--- src/rvseed_defines.svh ---
// data width, register count, fetch-queue depth, retire-credit limit and derived widths
`ifndef RVSEED_DEFINES_SVH
`define RVSEED_DEFINES_SVH

// register and datapath width
`define XLEN 64

// integer register file entries, x0 included
`define NREG 32

// fetch-queue entries, equal to the instruction credits granted after reset
`define FQ_DEPTH 4

// most retire credits the core may hold at once
`define RET_CREDIT_MAX 4

`define REG_AW ($clog2(`NREG))                  // register index width
`define FQ_PTR_W ($clog2(`FQ_DEPTH))            // fetch-queue pointer width
`define FQ_CNT_W ($clog2(`FQ_DEPTH + 1))        // fetch-queue occupancy width
`define RET_CNT_W ($clog2(`RET_CREDIT_MAX + 1)) // retire-credit counter width

`endif

--- src/wb_stage.sv ---
// register write-back, retire port and retire-credit counter driving the stall
`timescale 1ns/10ps
`include "rvseed_defines.svh"

module wb_stage (
    input  logic                  clk,
    input  logic                  rst_n_i,
    input  logic                  wb_valid_i,
    input  logic [`REG_AW-1:0]    wb_rd_i,
    input  logic                  wb_wen_i,
    input  logic [`XLEN-1:0]      wb_result_i,
    input  logic                  wb_unknown_i,
    input  logic [`XLEN-1:0]      wb_pc_i,
    input  logic                  ret_credit_i,
    output logic                  stall_o,
    output logic                  rf_wen_o,
    output logic [`REG_AW-1:0]    rf_waddr_o,
    output logic [`XLEN-1:0]      rf_wdata_o,
    output logic                  ret_valid_o,
    output logic [`XLEN-1:0]      ret_pc_o,
    output logic [`REG_AW-1:0]    ret_rd_o,
    output logic [`XLEN-1:0]      ret_wdata_o,
    output logic                  ret_wen_o,
    output logic                  ret_unknown_o
);

    logic [`RET_CNT_W-1:0] credit_cnt;
    logic                  has_credit;
    logic                  retire;

    assign has_credit = (credit_cnt != '0);
    assign retire     = wb_valid_i && has_credit;
    assign stall_o    = wb_valid_i && !has_credit; // freezes the whole pipe

    assign ret_valid_o   = retire;
    assign ret_pc_o      = wb_pc_i;
    assign ret_rd_o      = wb_rd_i;
    assign ret_wdata_o   = wb_result_i;
    assign ret_wen_o     = wb_wen_i;
    assign ret_unknown_o = wb_unknown_i;

    // x0 stays zero, the retire port still shows the value
    assign rf_wen_o   = retire && wb_wen_i && (wb_rd_i != '0);
    assign rf_waddr_o = wb_rd_i;
    assign rf_wdata_o = wb_result_i;

    always_ff @(posedge clk) begin
        if (!rst_n_i) begin
            credit_cnt <= '0; // consumer grants credits after reset
        end else begin
            case ({ret_credit_i, retire})
                2'b10:   credit_cnt <= credit_cnt + 1'b1;
                2'b01:   credit_cnt <= credit_cnt - 1'b1;
                default: credit_cnt <= credit_cnt; // grant and spend cancel
            endcase
        end
    end

endmodule

--- config.mk ---
export PLATFORM = sky130hd
export DESIGN_NAME = wb_stage
export DESIGN_NICKNAME = d
export VERILOG_FILES = /design/src/wb_stage.sv
export VERILOG_INCLUDE_DIRS = /design/src /design/src/src
export SDC_FILE = /design/constraint.sdc
export NUM_CORES = 1
export LEC_CHECK = 0
export BUFFER_PORTS_ARGS = -buffer_cell sky130_fd_sc_hd__buf_2
export CAP_MARGIN = 20
export CORE_AREA = 2 2 135 137
export DETAILED_ROUTE_END_ITERATION = 8
export DIE_AREA = 0 0 137 139
export HOLD_SLACK_MARGIN = 0.12
export PLACE_DENSITY_LB_ADDON = 0.3
export SYNTH_ARGS = -nofsm -noshare
export SYNTH_HDL_FRONTEND = slang
export SYNTH_SLANG_ARGS = --single-unit
export TNS_END_PERCENT = 30
--- constraint.sdc ---
create_clock -name clk -period 1.8 [get_ports clk]
set_input_delay 0.18 -clock clk [delete_from_list [all_inputs] [get_ports clk]]
set_output_delay 0.18 -clock clk [all_outputs]
set_load 0.05 [all_outputs]
# Yosys cells after proc, flatten, opt, wreduce, memory -nomap -nowiden
# Cells that the tools add are included.
# word_totals
register_bits,3
latch_bits,0
mem_bits_rw,0
rom_bits,0
out_inout_bits,207
wordCells,14
mem_count,0
# op_classes
add_sub_neg,2
mul,0
div_mod_pow,0
magnitude_cmp,0
n_eq_ne,2
n_shift,0
n_mux,1
bitwise,0
n_reduce_logical,8
# ops
cell,count
3-bit one-hot mux with 2 select lines,1
5-bit nonzero test,1
1-bit logical AND,4
"3-bit by 1-bit adder with 3-bit output, second input constant",1
3-bit nonzero test,1
"3-bit by 1-bit subtractor with 3-bit output, second input constant",1
"2-bit by 1-bit == test with 1-bit output, second input constant",1
"2-bit == test, second input constant",1
2-bit nonzero test,1
1-bit logical NOT,1

# Depth between registers and ports, before layout
# logic_depth
ltp_word,4
ltp_mapped,8
ltp_nobuf,8

# Worst setup path after synthesis
# OpenSTA, ideal clock, no wires.
# synth_timing
path_type,reg-to-reg
startpoint,register credit_cnt[0]
endpoint,register credit_cnt[2]
setup_ns,0.076
t_arrival_ns,2.482
t_required_ns,1.724
slack_ns,-0.758
path_stages_with_launch,9
synth_period_minus_slack_ns,2.558
cell_sequence,dfxtp_1 nor3_1 nor2b_1 ha_1 inv_1 fa_1 xor2_1 or3_1 a21boi_0
# synth_via
elab_chain_cells,4
# synth_lines
element,line_no,rtl
"start, declared",wb_stage.sv:27,logic [`RET_CNT_W-1:0] credit_cnt;
"start signal, assigned",wb_stage.sv:52,2'b10: credit_cnt <= credit_cnt + 1'b1;
"start signal, assigned",wb_stage.sv:53,2'b01: credit_cnt <= credit_cnt - 1'b1;
"start signal, assigned",wb_stage.sv:54,default: credit_cnt <= credit_cnt;
3-bit nonzero test *,wb_stage.sv:31,assign has_credit = (credit_cnt != '0);
1-bit logical AND *,wb_stage.sv:32,assign retire = wb_valid_i && has_credit;
via ret_valid_o,wb_stage.sv:19,"output logic ret_valid_o,"
2-bit by 1-bit == test with 1-bit output / 2-bit == test (equally long branches),wb_stage.sv:51,"case ({ret_credit_i, retire})"
3-bit one-hot mux with 2 select lines / 2-bit nonzero test (equally long branches),--,
# The timed path passes the listed nets; every way through them passes the cells marked *.
# A chain may end at the register's enable or synchronous reset.

# Final worst setup path
# layout_timing
startpoint,register credit_cnt[0]
endpoint,register credit_cnt[2]
# layout_via
elab_chain_cells,4
# layout_lines
element
branches (longest 4 deep; another with 3-bit by 1-bit subtractor with 3-bit output)
# Parallel ways; which one is timed is not known.

==> metrics.md <==
| Metric | Value |
|---|---|
| Post-synthesis cell count | `227` |
| Worst setup path end | `credit_cnt[2]` |
| Max-slew violations | `0` |
| P per Cell Area | `1290 mW/mm²` |
| VDD IR-drop max | `0.000231 V` |
| Hold Vio Cnt, Final | `0` |
| Worst Path Arrival | `1.85 ns` |
| Number of global-route vias before repair | `603` |
| Overflow after GRT | `0` |
| Row count | `49` |
| Worst Path Max Fanout | `3` |
| Root Buffer | `clkbuf_16` |
| Status | `complete, no violations` |
| DR vias/cell | `1.75` |
| CORE AREA | `0.0177 mm²` |
| Clock Skews | `0.000307 ns` |
| DR iter-0 viols | `13` |
| TritonRoute pass-1 iters | `4` |
| Clock-pin slew on the worst setup and hold paths | `0.03 ns` |
| Worst Path Buf+Inv | `1` |
| RSZ-0062 raised after global routing | `yes` |
| Synth warnings | `0` |
| Num Clock Sinks | `3` |
| Sw frac | `0.391` |
| Biggest regs | `credit_cnt: 3 flops` |
| Synthesized area per cell | `7.63 µm²` |
| Routed WL | `2890 µm` |
| Port Buffers | `23` |
| CP max stage cell | `dfxtp_4` |
| Worst hold path type | `in2reg` |
| Hold bufs inserted after CTS | `0` |
| Final worst slack | `0.100 ns` |
| Largest net degree at the start of global routing | `6` |
| Initial Util | `0.0981` |
| Flops & latches, synth | `3` |
| Commonest non-fill, non-tap cell in the layout | `buf_2` |
| Reg power frac | `0.145` |
| Post-DRT Antenna Nets | `0` |
| Crit path max-delay family | `simple AND/OR/NAND/NOR gates` |
| Max Cap Viol | `0` |
| Gpl congestion | `0.587` |
| Share of cells above drive strength 1 | `0.673` |
| Stages on worst setup path | `8` |
| Slew headroom | `0.830` |
| CP Class | `reg2reg` |
| Lkg Pwr | `0.232 nW` |
| Netlist cell types | `16` |
| Pint | `571 µW` |
| Syn_nets | `368` |
| Worst setup SP type | `register` |
| Reg with most FFs | `credit_cnt` |
| Worst slack at placement | `0.0695 ns` |
| Net Switching | `367 µW` |
| Die Area | `0.0190 mm²` |
| Initial antenna violation count | `0` |
| Max Fclk | `0.588 GHz` |
| R2R setup slack | `0.10 ns` |
| Critical path launch point | `credit_cnt[0]` |
| Synthesis-to-finish area growth | `-57.9%` |
| Slew @ Worst Pin | `0.254 ns` |
| Via Count | `493` |
| Commonest non-fill, non-tap cells in the layout | `buf_2 (23), inv_1 (4), and2_1 (3), clkbuf_16 (3)` |
| Chip width | `137 µm` |
| Tmin final | `1.70 ns` |
| Hold slack | `0.198 ns` |
| Layout Nets | `194` |
| Critical Path Max Stage Delay | `0.35 ns` |
| IO Pins | `346` |
| Worst reg2reg path startpoint | `credit_cnt[0]` |
| Comb power frac | `0.479` |
| Mapped Area | `0.00173 mm²` |
| CTS tree | `done` |
| Worst reg2reg path endpoint | `credit_cnt[2]` |
| FF-to-FF path depth | `8` |
| Drc violations | `0` |
| Final Power | `938 µW` |
| Aggregate global-route resource usage | `0.0272` |
| Post-synthesis sequential area ratio | `0.0347` |
| Worst path cell trace | `nor3_2, nor2b_4, ha_4, inv_1, fa_2, xor2_1, or3_1, a21boi_1` |
| Worst Path Required | `1.95 ns` |
| Antenna cells | `0` |
| H-tree depth | `1` |
| Post-layout util | `0.0413` |
| TritonCTS Buffers | `3` |
| First-pass GRT wire length | `3770 µm` |
| Number of flip-flops in the largest register | `3` |
| Setup-failing EPs final | `0` |
| Clk buf depth | `2` |
| Drt wl/cell | `10.3 µm` |
| Clock power frac | `0.376` |
| Clk_lat worst skew | `0.22 ns` |
| Crit share post-route | `0.944` |
| Crit path capture type | `register` |
| Die extent in y | `139 µm` |
[final cells by class]
class                   instances  area (µm²)
repair buffers                 25         130
well taps                     229         287
fillers                      2119       16900
clock buffers                   4        78.8
multi-input cells              16         153
inverters                       4        15.0
flip-flops and latches          3        66.3
[cell usage after synthesis]
cell type    n  area, µm²
nor3_1       1       5.00
dfxtp_1      3       60.1
and2_1       3       18.8
inv_1        4       15.0
or3_1        1       6.26
nor2b_1      1       6.26
fa_1         1       20.0
ha_1         1       12.5
a21boi_0     1       7.51
xnor2_1      1       8.76
o21ai_0      2       10.0
nand2_1      1       3.75
xor2_1       1       8.76
or4_1        1       7.51
buf_4      204       1530
o211a_1      1       10.0
[cell families after synthesis]
logic type | synth area share
AO/OA/AOI/OAI | 0.0159
flip-flops | 0.0347
buffers and inverters | 0.893
XOR/XNOR | 0.0101
AND/OR/NAND/NOR | 0.0275
adder cells (fa/ha/maj) | 0.0188
[worst register-to-register path, cell delays in order (launching register included)]
cell	delay, ns
dfxtp_4	0.35
nor3_2	0.05
nor2b_4	0.13
ha_4	0.13
inv_1	0.04
fa_2	0.33
xor2_1	0.15
or3_1	0.30
a21boi_1	0.14
[routing by layer]
metal  up-vias  routed length [µm]  global-route usage
met3        82                 865              0.0351
li1        133                   -                   -
met4         0                 654              0.0673
met5         -                   0                   0
met1       148                 355              0.0101
met2       130                1010              0.0251
[power groups by stage]
stage	logic [mW]	registers (mW)	clock network, mW
5_1_grt	0.496	0.143	0.368
3_3_place_gp	0.427	0.131	0
4_1_cts	0.435	0.131	0.360
6_report	0.449	0.136	0.353
2_1_floorplan	1.52	0.126	0
3_5_place_dp	0.432	0.131	0
[through the flow]
step,setup TNS (ns),instances,cell area [µm²]
2_1_floorplan,-0.0974,227,1760
3_3_place_gp,0,275,633
3_5_place_dp,0,275,633
4_1_cts,0,279,712
5_1_grt,-0.00421,281,729
6_report,0,281,729
[what timing repair did]
action	in CTS	in global routing
setup buffers	0	2
resized for setup	0	1
endpoints found under the setup margin	0	1
[how the worst min path moves through the flow]
stage           startpoint            end  slack [ns]  cells past startpoint
6_report           rst_n_i  credit_cnt[0]        0.20                      2
5_1_grt            rst_n_i  credit_cnt[0]        0.23                      2
4_1_cts            rst_n_i  credit_cnt[0]        0.20                      2
3_5_place_dp   wb_pc_i[44]   ret_pc_o[44]        0.36                      0
3_3_place_gp   wb_pc_i[44]   ret_pc_o[44]        0.36                      0
2_1_floorplan      rst_n_i  credit_cnt[0]        0.30                      1
Note: power is estimated with default switching activity, not from simulation.
