File: src/rvseed_defines.svh
// data width, register count, fetch-queue depth, retire-credit limit and derived widths
`ifndef RVSEED_DEFINES_SVH
`define RVSEED_DEFINES_SVH

// register and datapath width
`define XLEN 64

// integer register file entries, x0 included
`define NREG 32

// fetch-queue entries, equal to the instruction credits granted after reset
`define FQ_DEPTH 4

// most retire credits the core may hold at once
`define RET_CREDIT_MAX 4

`define REG_AW ($clog2(`NREG))                  // register index width
`define FQ_PTR_W ($clog2(`FQ_DEPTH))            // fetch-queue pointer width
`define FQ_CNT_W ($clog2(`FQ_DEPTH + 1))        // fetch-queue occupancy width
`define RET_CNT_W ($clog2(`RET_CREDIT_MAX + 1)) // retire-credit counter width

`endif

File: src/if_stage.sv
// fetch queue with credit return and sequential pc tagging
`timescale 1ns/10ps
`include "rvseed_defines.svh"

module if_stage (
    input  logic               clk,
    input  logic               rst_n_i,
    input  logic               inst_valid_i,
    input  logic [31:0]        inst_i,
    input  logic               stall_i,
    output logic               inst_credit_o,
    output logic               fq_valid_o,
    output logic [31:0]        fq_inst_o,
    output logic [`XLEN-1:0]   fq_pc_o
);

    logic [31:0]           fq_mem [`FQ_DEPTH];
    logic [`FQ_PTR_W-1:0]  wr_ptr;
    logic [`FQ_PTR_W-1:0]  rd_ptr;
    logic [`FQ_CNT_W-1:0]  fq_cnt;
    logic [`XLEN-1:0]      pc_q;
    logic                  credit_q;
    logic                  deq;

    assign fq_valid_o    = (fq_cnt != '0);
    assign fq_inst_o     = fq_mem[rd_ptr];
    assign fq_pc_o       = pc_q;
    assign inst_credit_o = credit_q;
    assign deq           = fq_valid_o && !stall_i; // head moves into decode

    // source only sends while holding a credit, so no full check
    always_ff @(posedge clk) begin
        if (inst_valid_i) begin
            fq_mem[wr_ptr] <= inst_i;
        end
    end

    always_ff @(posedge clk) begin
        if (!rst_n_i) begin
            wr_ptr   <= '0;
            rd_ptr   <= '0;
            fq_cnt   <= '0;
            pc_q     <= '0;
            credit_q <= 1'b0;
        end else begin
            credit_q <= deq; // one credit back per dequeue
            if (inst_valid_i) begin
                wr_ptr <= wr_ptr + 1'b1; // depth is a power of two
            end
            if (deq) begin
                rd_ptr <= rd_ptr + 1'b1;
                pc_q   <= pc_q + `XLEN'd4; // no branches, pc only steps
            end
            case ({inst_valid_i, deq})
                2'b10:   fq_cnt <= fq_cnt + 1'b1;
                2'b01:   fq_cnt <= fq_cnt - 1'b1;
                default: fq_cnt <= fq_cnt;
            endcase
        end
    end

endmodule

File: config.mk
export PLATFORM = sky130hd
export DESIGN_NAME = if_stage
export DESIGN_NICKNAME = d
export VERILOG_FILES = /design/src/if_stage.sv
export VERILOG_INCLUDE_DIRS = /design/src /design/src/src
export SDC_FILE = /design/constraint.sdc
export NUM_CORES = 1
export LEC_CHECK = 0
export ABC_AREA = 1
export BUFFER_PORTS_ARGS = -buffer_cell sky130_fd_sc_hd__clkbuf_2
export CELL_PAD_IN_SITES_DETAIL_PLACEMENT = 1
export CELL_PAD_IN_SITES_GLOBAL_PLACEMENT = 2
export CORE_UTILIZATION = 39
export CTS_BUF_LIST = sky130_fd_sc_hd__clkbuf_4
export DETAILED_ROUTE_END_ITERATION = 8
export PLACE_DENSITY = 0.9
export SETUP_SLACK_MARGIN = 0.15
export SLEW_MARGIN = 0
export SYNTH_ARGS = -nofsm -noshare
export SYNTH_HDL_FRONTEND = slang
export SYNTH_SLANG_ARGS = --single-unit
File: constraint.sdc
create_clock -name clk -period 3 [get_ports clk]
set_input_delay 0.45 -clock clk [delete_from_list [all_inputs] [get_ports clk]]
set_output_delay 0.45 -clock clk [all_outputs]
set_load 0.005 [all_outputs]
# Word level (Yosys, flattened, before mapping)
# Memory sizes are Yosys's and may differ from the RTL's. A register that Yosys moved wholly into a read port is not among the register bits.
# Cells that the tools add are included.
[totals]
ff_bits = 72
ram_bits = 128
input_bits = 36
out_inout_bits = 98
wordCells = 22
mem_count = 1
[mem_list]
columns = ["name", "depth", "word_bits", "rd", "rd_ports_with_merged_regs", "write_ports", "line_no", "rtl"]
rows = [
  ["fq_mem", 4, 32, 1, 1, 1, "if_stage.sv:17", "logic [31:0] fq_mem [`FQ_DEPTH];"],
]
[op_classes]
addsub = 5
eq_ne = 2
n_mux = 5
n_reduce_logical = 4
[ops]
columns = ["op", "count"]
rows = [
  ["adder 64 x 3 -> 64 bit (second input constant)", 1],
  ["one-hot mux 3 bit (2 select lines)", 1],
  ["adder 2 x 1 -> 2 bit (second input constant)", 2],
  ["2-to-1 mux 2 bit", 2],
  ["adder 3 x 1 -> 3 bit (second input constant)", 1],
  ["nonzero test 3 bit", 1],
  ["subtractor 3 x 1 -> 3 bit (second input constant)", 1],
  ["== test 2 x 1 -> 1 bit (second input constant)", 1],
  ["== test 2 bit (second input constant)", 1],
  ["2-to-1 mux 1 bit", 2],
  ["nonzero test 2 bit", 1],
  ["logical AND 1 bit", 1],
  ["logical NOT 1 bit", 1],
]

# Depth between registers and ports, before layout
# Gate-level depths: netlist of run 1.
[logic_depth]
ltp_word = 4
ltp_mapped = 12
ltp_nobuf = 11

# Worst setup path after synthesis of run 1
# Ideal clock, no wire load.
[synth_timing]
path_kind = "input-to-reg"
start = "input stall_i"
end = "register fq_cnt[2]"
setup_ns = 0.122
arrival_ns = 1.860
t_required_ns = 2.878
slack_ns = 1.018
path_stages = 11
n_path_buf = 1
path_cell_list = "inv_1 -> nand2_4 -> inv_2 -> buf_4 -> ha_1 -> inv_1 -> fa_1 -> a21oi_1 -> o21ai_0 -> o21ai_0 -> a21oi_1"
[synth_between]
elab_chain_cells = 4
word_cells_on_any_way = 6
cone_classes = "2 x eq/ne; 1 x mux; 3 x reduce/logical"
[synth_lines]
columns = ["item", "line_no", "rtl"]
rows = [
  ["start: declaration", "if_stage.sv:10", "input logic stall_i,"],
  ["logical NOT 1 bit (*)", "if_stage.sv:29", "assign deq = fq_valid_o && !stall_i;"],
  ["logical AND 1 bit (*)", "if_stage.sv:29", ""],
  ["net deq", "if_stage.sv:23", "logic deq;"],
  ["== test 2 x 1 -> 1 bit / == test 2 bit (equally long branches)", "if_stage.sv:54", "case ({inst_valid_i, deq})"],
  ["one-hot mux 3 bit (2 select lines) / nonzero test 2 bit (equally long branches)", "-", ""],
  ["end signal: assignment", "if_stage.sv:55", "2'b10: fq_cnt <= fq_cnt + 1'b1;"],
  ["end signal: assignment", "if_stage.sv:56", "2'b01: fq_cnt <= fq_cnt - 1'b1;"],
  ["end signal: assignment", "if_stage.sv:57", "default: fq_cnt <= fq_cnt;"],
  ["end: declaration", "if_stage.sv:20", "logic [`FQ_CNT_W-1:0] fq_cnt;"],
]
# The timed path passes the listed nets; every way through them passes the cells marked *.
# A chain may end at the register's enable or synchronous reset.

==> results of run 1 <==
-- metrics by stage --
| step | hold WS, ns | power [uW] | util (%) | cell area (um2) |
|---|---|---|---|---|
| final | 0.0373 | 5550 | 46.1 | 10200 |
| after global routing | 0.0110 | 5790 | 46.1 | 10200 |
| after CTS | 0.00150 | 5610 | 46.1 | 10200 |
| after detailed placement | 0.464 | 4020 | 44.6 | 9850 |
| after global placement | 0.452 | 3980 | 44.6 | 9850 |
| after floorplan | 0.436 | 3650 | - | 8890 |
-- power groups by stage --
stage | Sequential, uW | Combinational, uW | Clock [uW]
2_1_floorplan | 3130 | 524 | 0
5_1_grt | 3100 | 969 | 1730
3_3_place_gp | 3140 | 840 | 0
3_5_place_dp | 3150 | 874 | 0
4_1_cts | 3090 | 876 | 1650
6_report | 3080 | 859 | 1610
-- metal layers --
layer	GRT usage [%]	up-vias
li1	-	3530
met5	0	-
met4	5.44	0
met1	26.3	3495
met3	3.32	18
met2	38.8	163
-- Yosys cell counts (2+ instances only) --
| cell | instances |
|---|---|
| nand2_1 | 164 |
| nand2_4 | 5 |
| nor2_2 | 11 |
| nand3b_1 | 3 |
| a31oi_1 | 3 |
| nand4_1 | 14 |
| inv_1 | 72 |
| ha_1 | 6 |
| buf_1 | 5 |
| o22ai_1 | 32 |
| and2_1 | 4 |
| o21ai_0 | 94 |
| nor3b_1 | 4 |
| buf_4 | 3 |
| clkbuf_1 | 20 |
| o21a_1 | 2 |
| a21oi_1 | 45 |
| nor2_8 | 3 |
| nor2_4 | 10 |
| nand3_1 | 33 |
| inv_2 | 2 |
| nand2_2 | 9 |
| nor2_1 | 210 |
| edfxtp_1 | 128 |
| dfxtp_1 | 72 |
| o21ai_1 | 3 |
| xor2_1 | 3 |
-- worst max-delay path by stage --
| stage | end | cells after the start |
|---|---|---|
| after global routing | fq_inst_o[25] | 4 |
| after global placement | fq_cnt[2] | 11 |
| final | fq_inst_o[10] | 4 |
| after CTS | fq_inst_o[10] | 4 |
| after floorplan | fq_cnt[2] | 11 |
| after detailed placement | fq_cnt[2] | 11 |
-- layout make-up --
class	instances	area share (%)
Clock buffer	17	1.25
Sequential cell	200	51.9
Timing Repair Buffer	142	7.24
Clock inverter	15	2.09
Multi-Input combinational cell	665	31.4
Tap cell	280	3.44
Inverter	75	2.76
-- placed cells by master (no fill, tap or decap), types with 4 or more instances in the layout --
master,instances
nand2_4,5
nor2_1,210
nand2_1,164
o22ai_1,32
buf_4,11
nor3b_1,4
a21oi_1,45
nand2_2,9
nand3_1,33
edfxtp_1,128
clkbuf_2,131
dfxtp_1,71
o21ai_0,94
nand4_1,14
nor2_4,10
ha_1,6
and2_1,4
nor2_2,11
clkbuf_4,17
inv_1,72
clkinv_8,4
-- worst max-delay path: cells and delay by family (launching register included) --
kind / cells / cell delay [ns]
AOI/OAI and AO/OA: 2 / 0.49
buffers and inverters: 2 / 0.67
DFF: 1 / 0.36
-- state kept, by name (all words and copies together) (netlist names), named ones only --
| register | flops |
|---|---|
| fq_cnt | 3 |
| fq_mem | 128 |
| fq_pc_o | 62 |
| inst_credit_o | 1 |
| rd_ptr | 2 |
| wr_ptr | 2 |
-- cells by family (layout without fill, tap and decap cells) --
group | Yosys count | in the layout | synth area share [%]
simple gates | 474 | 474 | 23.9
flops | 200 | 200 | 59.4
compound gates | 179 | 179 | 10.6
buf+inv | 105 | 249 | 4.66
fa+ha+maj | 7 | 7 | 1.07
xor+xnor | 3 | 3 | 0.296
other cells | 1 | 2 | 0.0422
==> results.toml, run 1 <==
[drt]
drt-pass1-iter-count = 4
routed_wl_um = 24400
vias = 7206
drtIter0Drc = 307
viasPerCell = 5.17
postRouteAntennaNets = 0
met3_length_um = 928
remaining_drc_errors = 0
met1Wirelength_um = 10700
top_layer = "met4"
wire_per_inst_um = 17.5
wl_met2_um = 12500

[setup_path]
worstPathArrival_ns = 2.12
worstSetupEndpointType = "primary output"
r2r_cells = 11
r2r-start = "fq_cnt[1]"
rrSetupSlack_ns = 0.82
crit_required_ns = 2.55
slowest_stage = "buf_4"
path_cells = "buf_4 -> o21ai_0 -> o22ai_1 -> clkbuf_2"
r2r-end = "fq_cnt[2]"
cpPeakStageDelay_ns = 0.50
start_kind = "flop"
crit_type = "flop to primary output"
cp_max_fo = 64

[timing]
fin_ws_ns = 0.429
fmax_ghz = 0.389
finalSetupTns_ns = 0
maxSlewHeadroom_pct = 57.3
fin_skew_ns = 0.0337
fin_crit_sh_pct = 85.7
slew_violations = 0
min_period_ns = 2.57
setup_viol = 0
worstMarginPinSlew_ns = 0.640
rsz0062_at_grt = "false"
hold_viol_final = 0

[synth]
synth-edff-count = 128
syn_area_per_cell_um2 = 9.18
synthTopCellsByArea = "edfxtp_1, dfxtp_1, nor2_1"
ys_dominant_reg_cell = "edfxtp_1"
synth_cell_types = 36
async_flop_share_pct = 0
ys_seq_area_share_pct = 59.4
yosys_warnings = 0
synth.top_cell.area_share_pct = 43.2
synth_seq_cells = 200
synth_top_cell_by_area = "edfxtp_1"
synthCells = 969
syn_area_um2 = 8890

[power]
p_sw_uw = 1730
p_comb_share_pct = 15.5
p_sw_share_pct = 31.1
intPower_uw = 3820
leakage_uw = 0.00381
max-vdd-ir-drop_mv = 0.331
p_seq_share_pct = 55.5
p_per_area_nw_per_um2 = 545
power_frac_clock_pct = 29.0

[grt]
overflow = 0
antenna_found_initial = 0
grt_pass1_vias = 7339
grt_pass1_wl_um = 38500
grt.total_usage_pct = 21.3
grt_max_degree = 65

[job]
drv_cap = 0

[run_status]
status = "finished, final reports clean"

[floorplanning]
core_um2 = 22100
start_util_pct = 40.2
die_h_um = 153
die_w_um = 153
die_area_um2 = 23400
fp-row-count = 54
pin_count = 134

[clocking]
cts_tree = "built"
clock_tree.root_cell = "clkbuf_4"
post_cts_buffers = 0
cts_hold_buf = 0
clkTransAtPathRegs_ns = 0.21
htreeDepth = 4
cts_inserted_buffers = 17
clkLatencyLatePin_ns = 0.61
clock_path_buffers = 2
cts_sinks = 200
cts.repair.resized = 0

[finish]
diodes = 0
fin_cells = 1394
fillers = 2654
area_growth_pct = 14.6
ff_latch_area_um2 = 5290
nets = 1144
multi_input_comb_area_um2 = 3200
drive_above_1_share_pct = 19.5

[place]
preCtsSetupSlack_ns = 0.715
portBuffers = 131
dp_cells = 1362
gp_congestion = 0.806
hpwl_um = 17700

[min_path]
worstHoldEndpoint = "fq_mem[1][12]"
whs_path_depth = 1
hp-class = "input port to flop"
holdCritStartpoint = "inst_i[12]"
No activity file was read; power rests on OpenSTA's default activity.
==> run 2, diff against run 1 <==
--- a/config.mk
+++ b/config.mk
@@ -8,12 +8,10 @@
 export LEC_CHECK = 0
 export ABC_AREA = 1
 export BUFFER_PORTS_ARGS = -buffer_cell sky130_fd_sc_hd__clkbuf_2
-export CELL_PAD_IN_SITES_DETAIL_PLACEMENT = 1
-export CELL_PAD_IN_SITES_GLOBAL_PLACEMENT = 2
-export CORE_UTILIZATION = 39
+export CORE_UTILIZATION = 50
 export CTS_BUF_LIST = sky130_fd_sc_hd__clkbuf_4
 export DETAILED_ROUTE_END_ITERATION = 8
-export PLACE_DENSITY = 0.9
+export PLACE_DENSITY = 0.74
 export SETUP_SLACK_MARGIN = 0.15
 export SLEW_MARGIN = 0
 export SYNTH_ARGS = -nofsm -noshare
==> constraint.sdc (replaced) <==
create_clock -name clk -period 3 [get_ports clk]
set_input_delay 0.75 -clock clk [delete_from_list [all_inputs] [get_ports clk]]
set_output_delay 0.75 -clock clk [all_outputs]
set_load 0.005 [all_outputs]
==> results.toml, run 2 (synthesis gave the netlist of run 1 again) <==
[floorplanning]
start_util_pct = 51.2
die_w_um = 135
core_um2 = 17400
die_area_um2 = 18300
pin_count = 134
fp-row-count = 48
die_h_um = 135

[place]
preCtsSetupSlack_ns = 0.433
gp_congestion = 0.882
portBuffers = 131
placed_area_um2 = 9780
hpwl_um = 14200

[clocking]
clock_tree.root_cell = "clkbuf_4"
cts_hold_buf = 0
clkLatencyLatePin_ns = 0.60
htreeDepth = 4
cts_inserted_buffers = 17
cts_tree = "built"
clkTransAtPathRegs_ns = 0.18
cts_sinks = 200
clock_path_buffers = 2

[finish]
final_common_cell = "nor2_1"
drive_above_1_share_pct = 19.4
nets = 1143
top_register = "fq_mem"
final_area_um2 = 10100
layout_common_cells = "nor2_1, nand2_1, clkbuf_2"
area_growth_pct = 13.6
largest_reg_flops = 128

[setup_path]
r2r-start = "fq_cnt[1]"
rrSetupSlack_ns = 0.84
endpoint = "fq_inst_o[10]"
cp_max_fo = 64
r2r-end = "fq_cnt[2]"
worstPathArrival_ns = 1.90
worstSetupEndpointType = "primary output"
crit_required_ns = 2.25
start_kind = "flop"
r2r_cells = 11
crit_type = "flop to primary output"

[drt]
vias = 7159
routed_wl_um = 20600
drt-pass1-iter-count = 6
wire_per_inst_um = 15.4
postRouteAntennaNets = 0
drtIter0Drc = 454
viasPerCell = 5.35
remaining_drc_errors = 0

[timing]
maxSlewHeadroom_pct = 62.3
setup_viol = 0
rsz0062_at_grt = "false"
worstMarginPinSlew_ns = 0.565
finalSetupTns_ns = 0
min_period_ns = 2.65
fin_ws_ns = 0.350
fmax_ghz = 0.377
fin_skew_ns = 0.0193
slew_violations = 0
fin_crit_sh_pct = 88.3
hold_viol_final = 0

[grt]
grt_pass1_vias = 6623
antenna_found_initial = 1
grt_pass1_wl_um = 32700
overflow = 0
grt_max_degree = 65
grt.total_usage_pct = 23.5

[job]
drv_cap = 0

[power]
leakage_uw = 0.00380
max-vdd-ir-drop_mv = 0.250
p_per_area_nw_per_um2 = 532

[run_status]
status = "finished, final reports clean"

[min_path]
hp-class = "input port to flop"
[run 2: cell types whose count changed in the layout (fill, tap and decap cells not counted), sizes merged]
cell and change:
bufinv -1, buf -1, diode +1, inv +1
[run 2: final cells by class]
cell class | count | area (um2)
Antenna cell | 1 | 2.50
Clock buffer | 17 | 128
Clock inverter | 15 | 181
Fill cell | 1544 | 7260
Inverter | 75 | 282
Multi-Input combinational cell | 665 | 3200
Sequential cell | 200 | 5290
Tap cell | 225 | 282
Timing Repair Buffer | 141 | 742
[run 2: what timing repair did]
item | in CTS | in global routing
setup buffers | 0 | 0
setup endpoints to repair | 0 | 32
gates resized for setup | 0 | 3
hold endpoints to repair | 0 | 0
[run 2: how the worst min path moves through the flow]
stage | startpoint | to | slack [ns] | depth (start not counted)
floorplan | rd_ptr[1] | flop | 0.44 | 2
global placement | rd_ptr[0] | rd_ptr[0] | 0.45 | 1
detailed placement | rd_ptr[0] | flop | 0.47 | 1
CTS | inst_i[11] | fq_mem[0][11] | 0.31 | 1
global route | inst_i[17] | fq_mem[0][17] | 0.30 | 1
finish | inst_i[11] | fq_mem[0][11] | 0.35 | 1
[run 2: report_power, final]
group          internal [uW]  leakage (uW)  total [uW]  switching [uW]
Combinational            291       0.00188         834             543
Sequential              3040       0.00176        3070            37.1
Clock                    409      0.000166        1460            1050
[run 2: routing by layer]
layer	GRT usage (%)	vias to the layer above	routed length, um
met5	0	-	0
met4	11.4	0	727
met3	4.68	46	1330
met2	38.8	266	9660
met1	29.3	3307	8870
li1	-	3540	-
[run 2: critical path, cell delays in order (launching register included)]
cell and delay, ns:
dfxtp_2 0.37, buf_6 0.36, o21ai_0 0.16, o22ai_1 0.22, clkbuf_2 0.15
[run 2: per-stage QoR]
stage	cells	total power (uW)	utilization [%]	hold slack (ns)
floorplan	970	3650	-	0.436
global placement	1306	3950	56.3	0.451
detailed placement	1306	3970	56.3	0.466
CTS	1338	5410	58.1	0.305
global route	1339	5630	58.2	0.300
finish	1339	5370	58.2	0.351
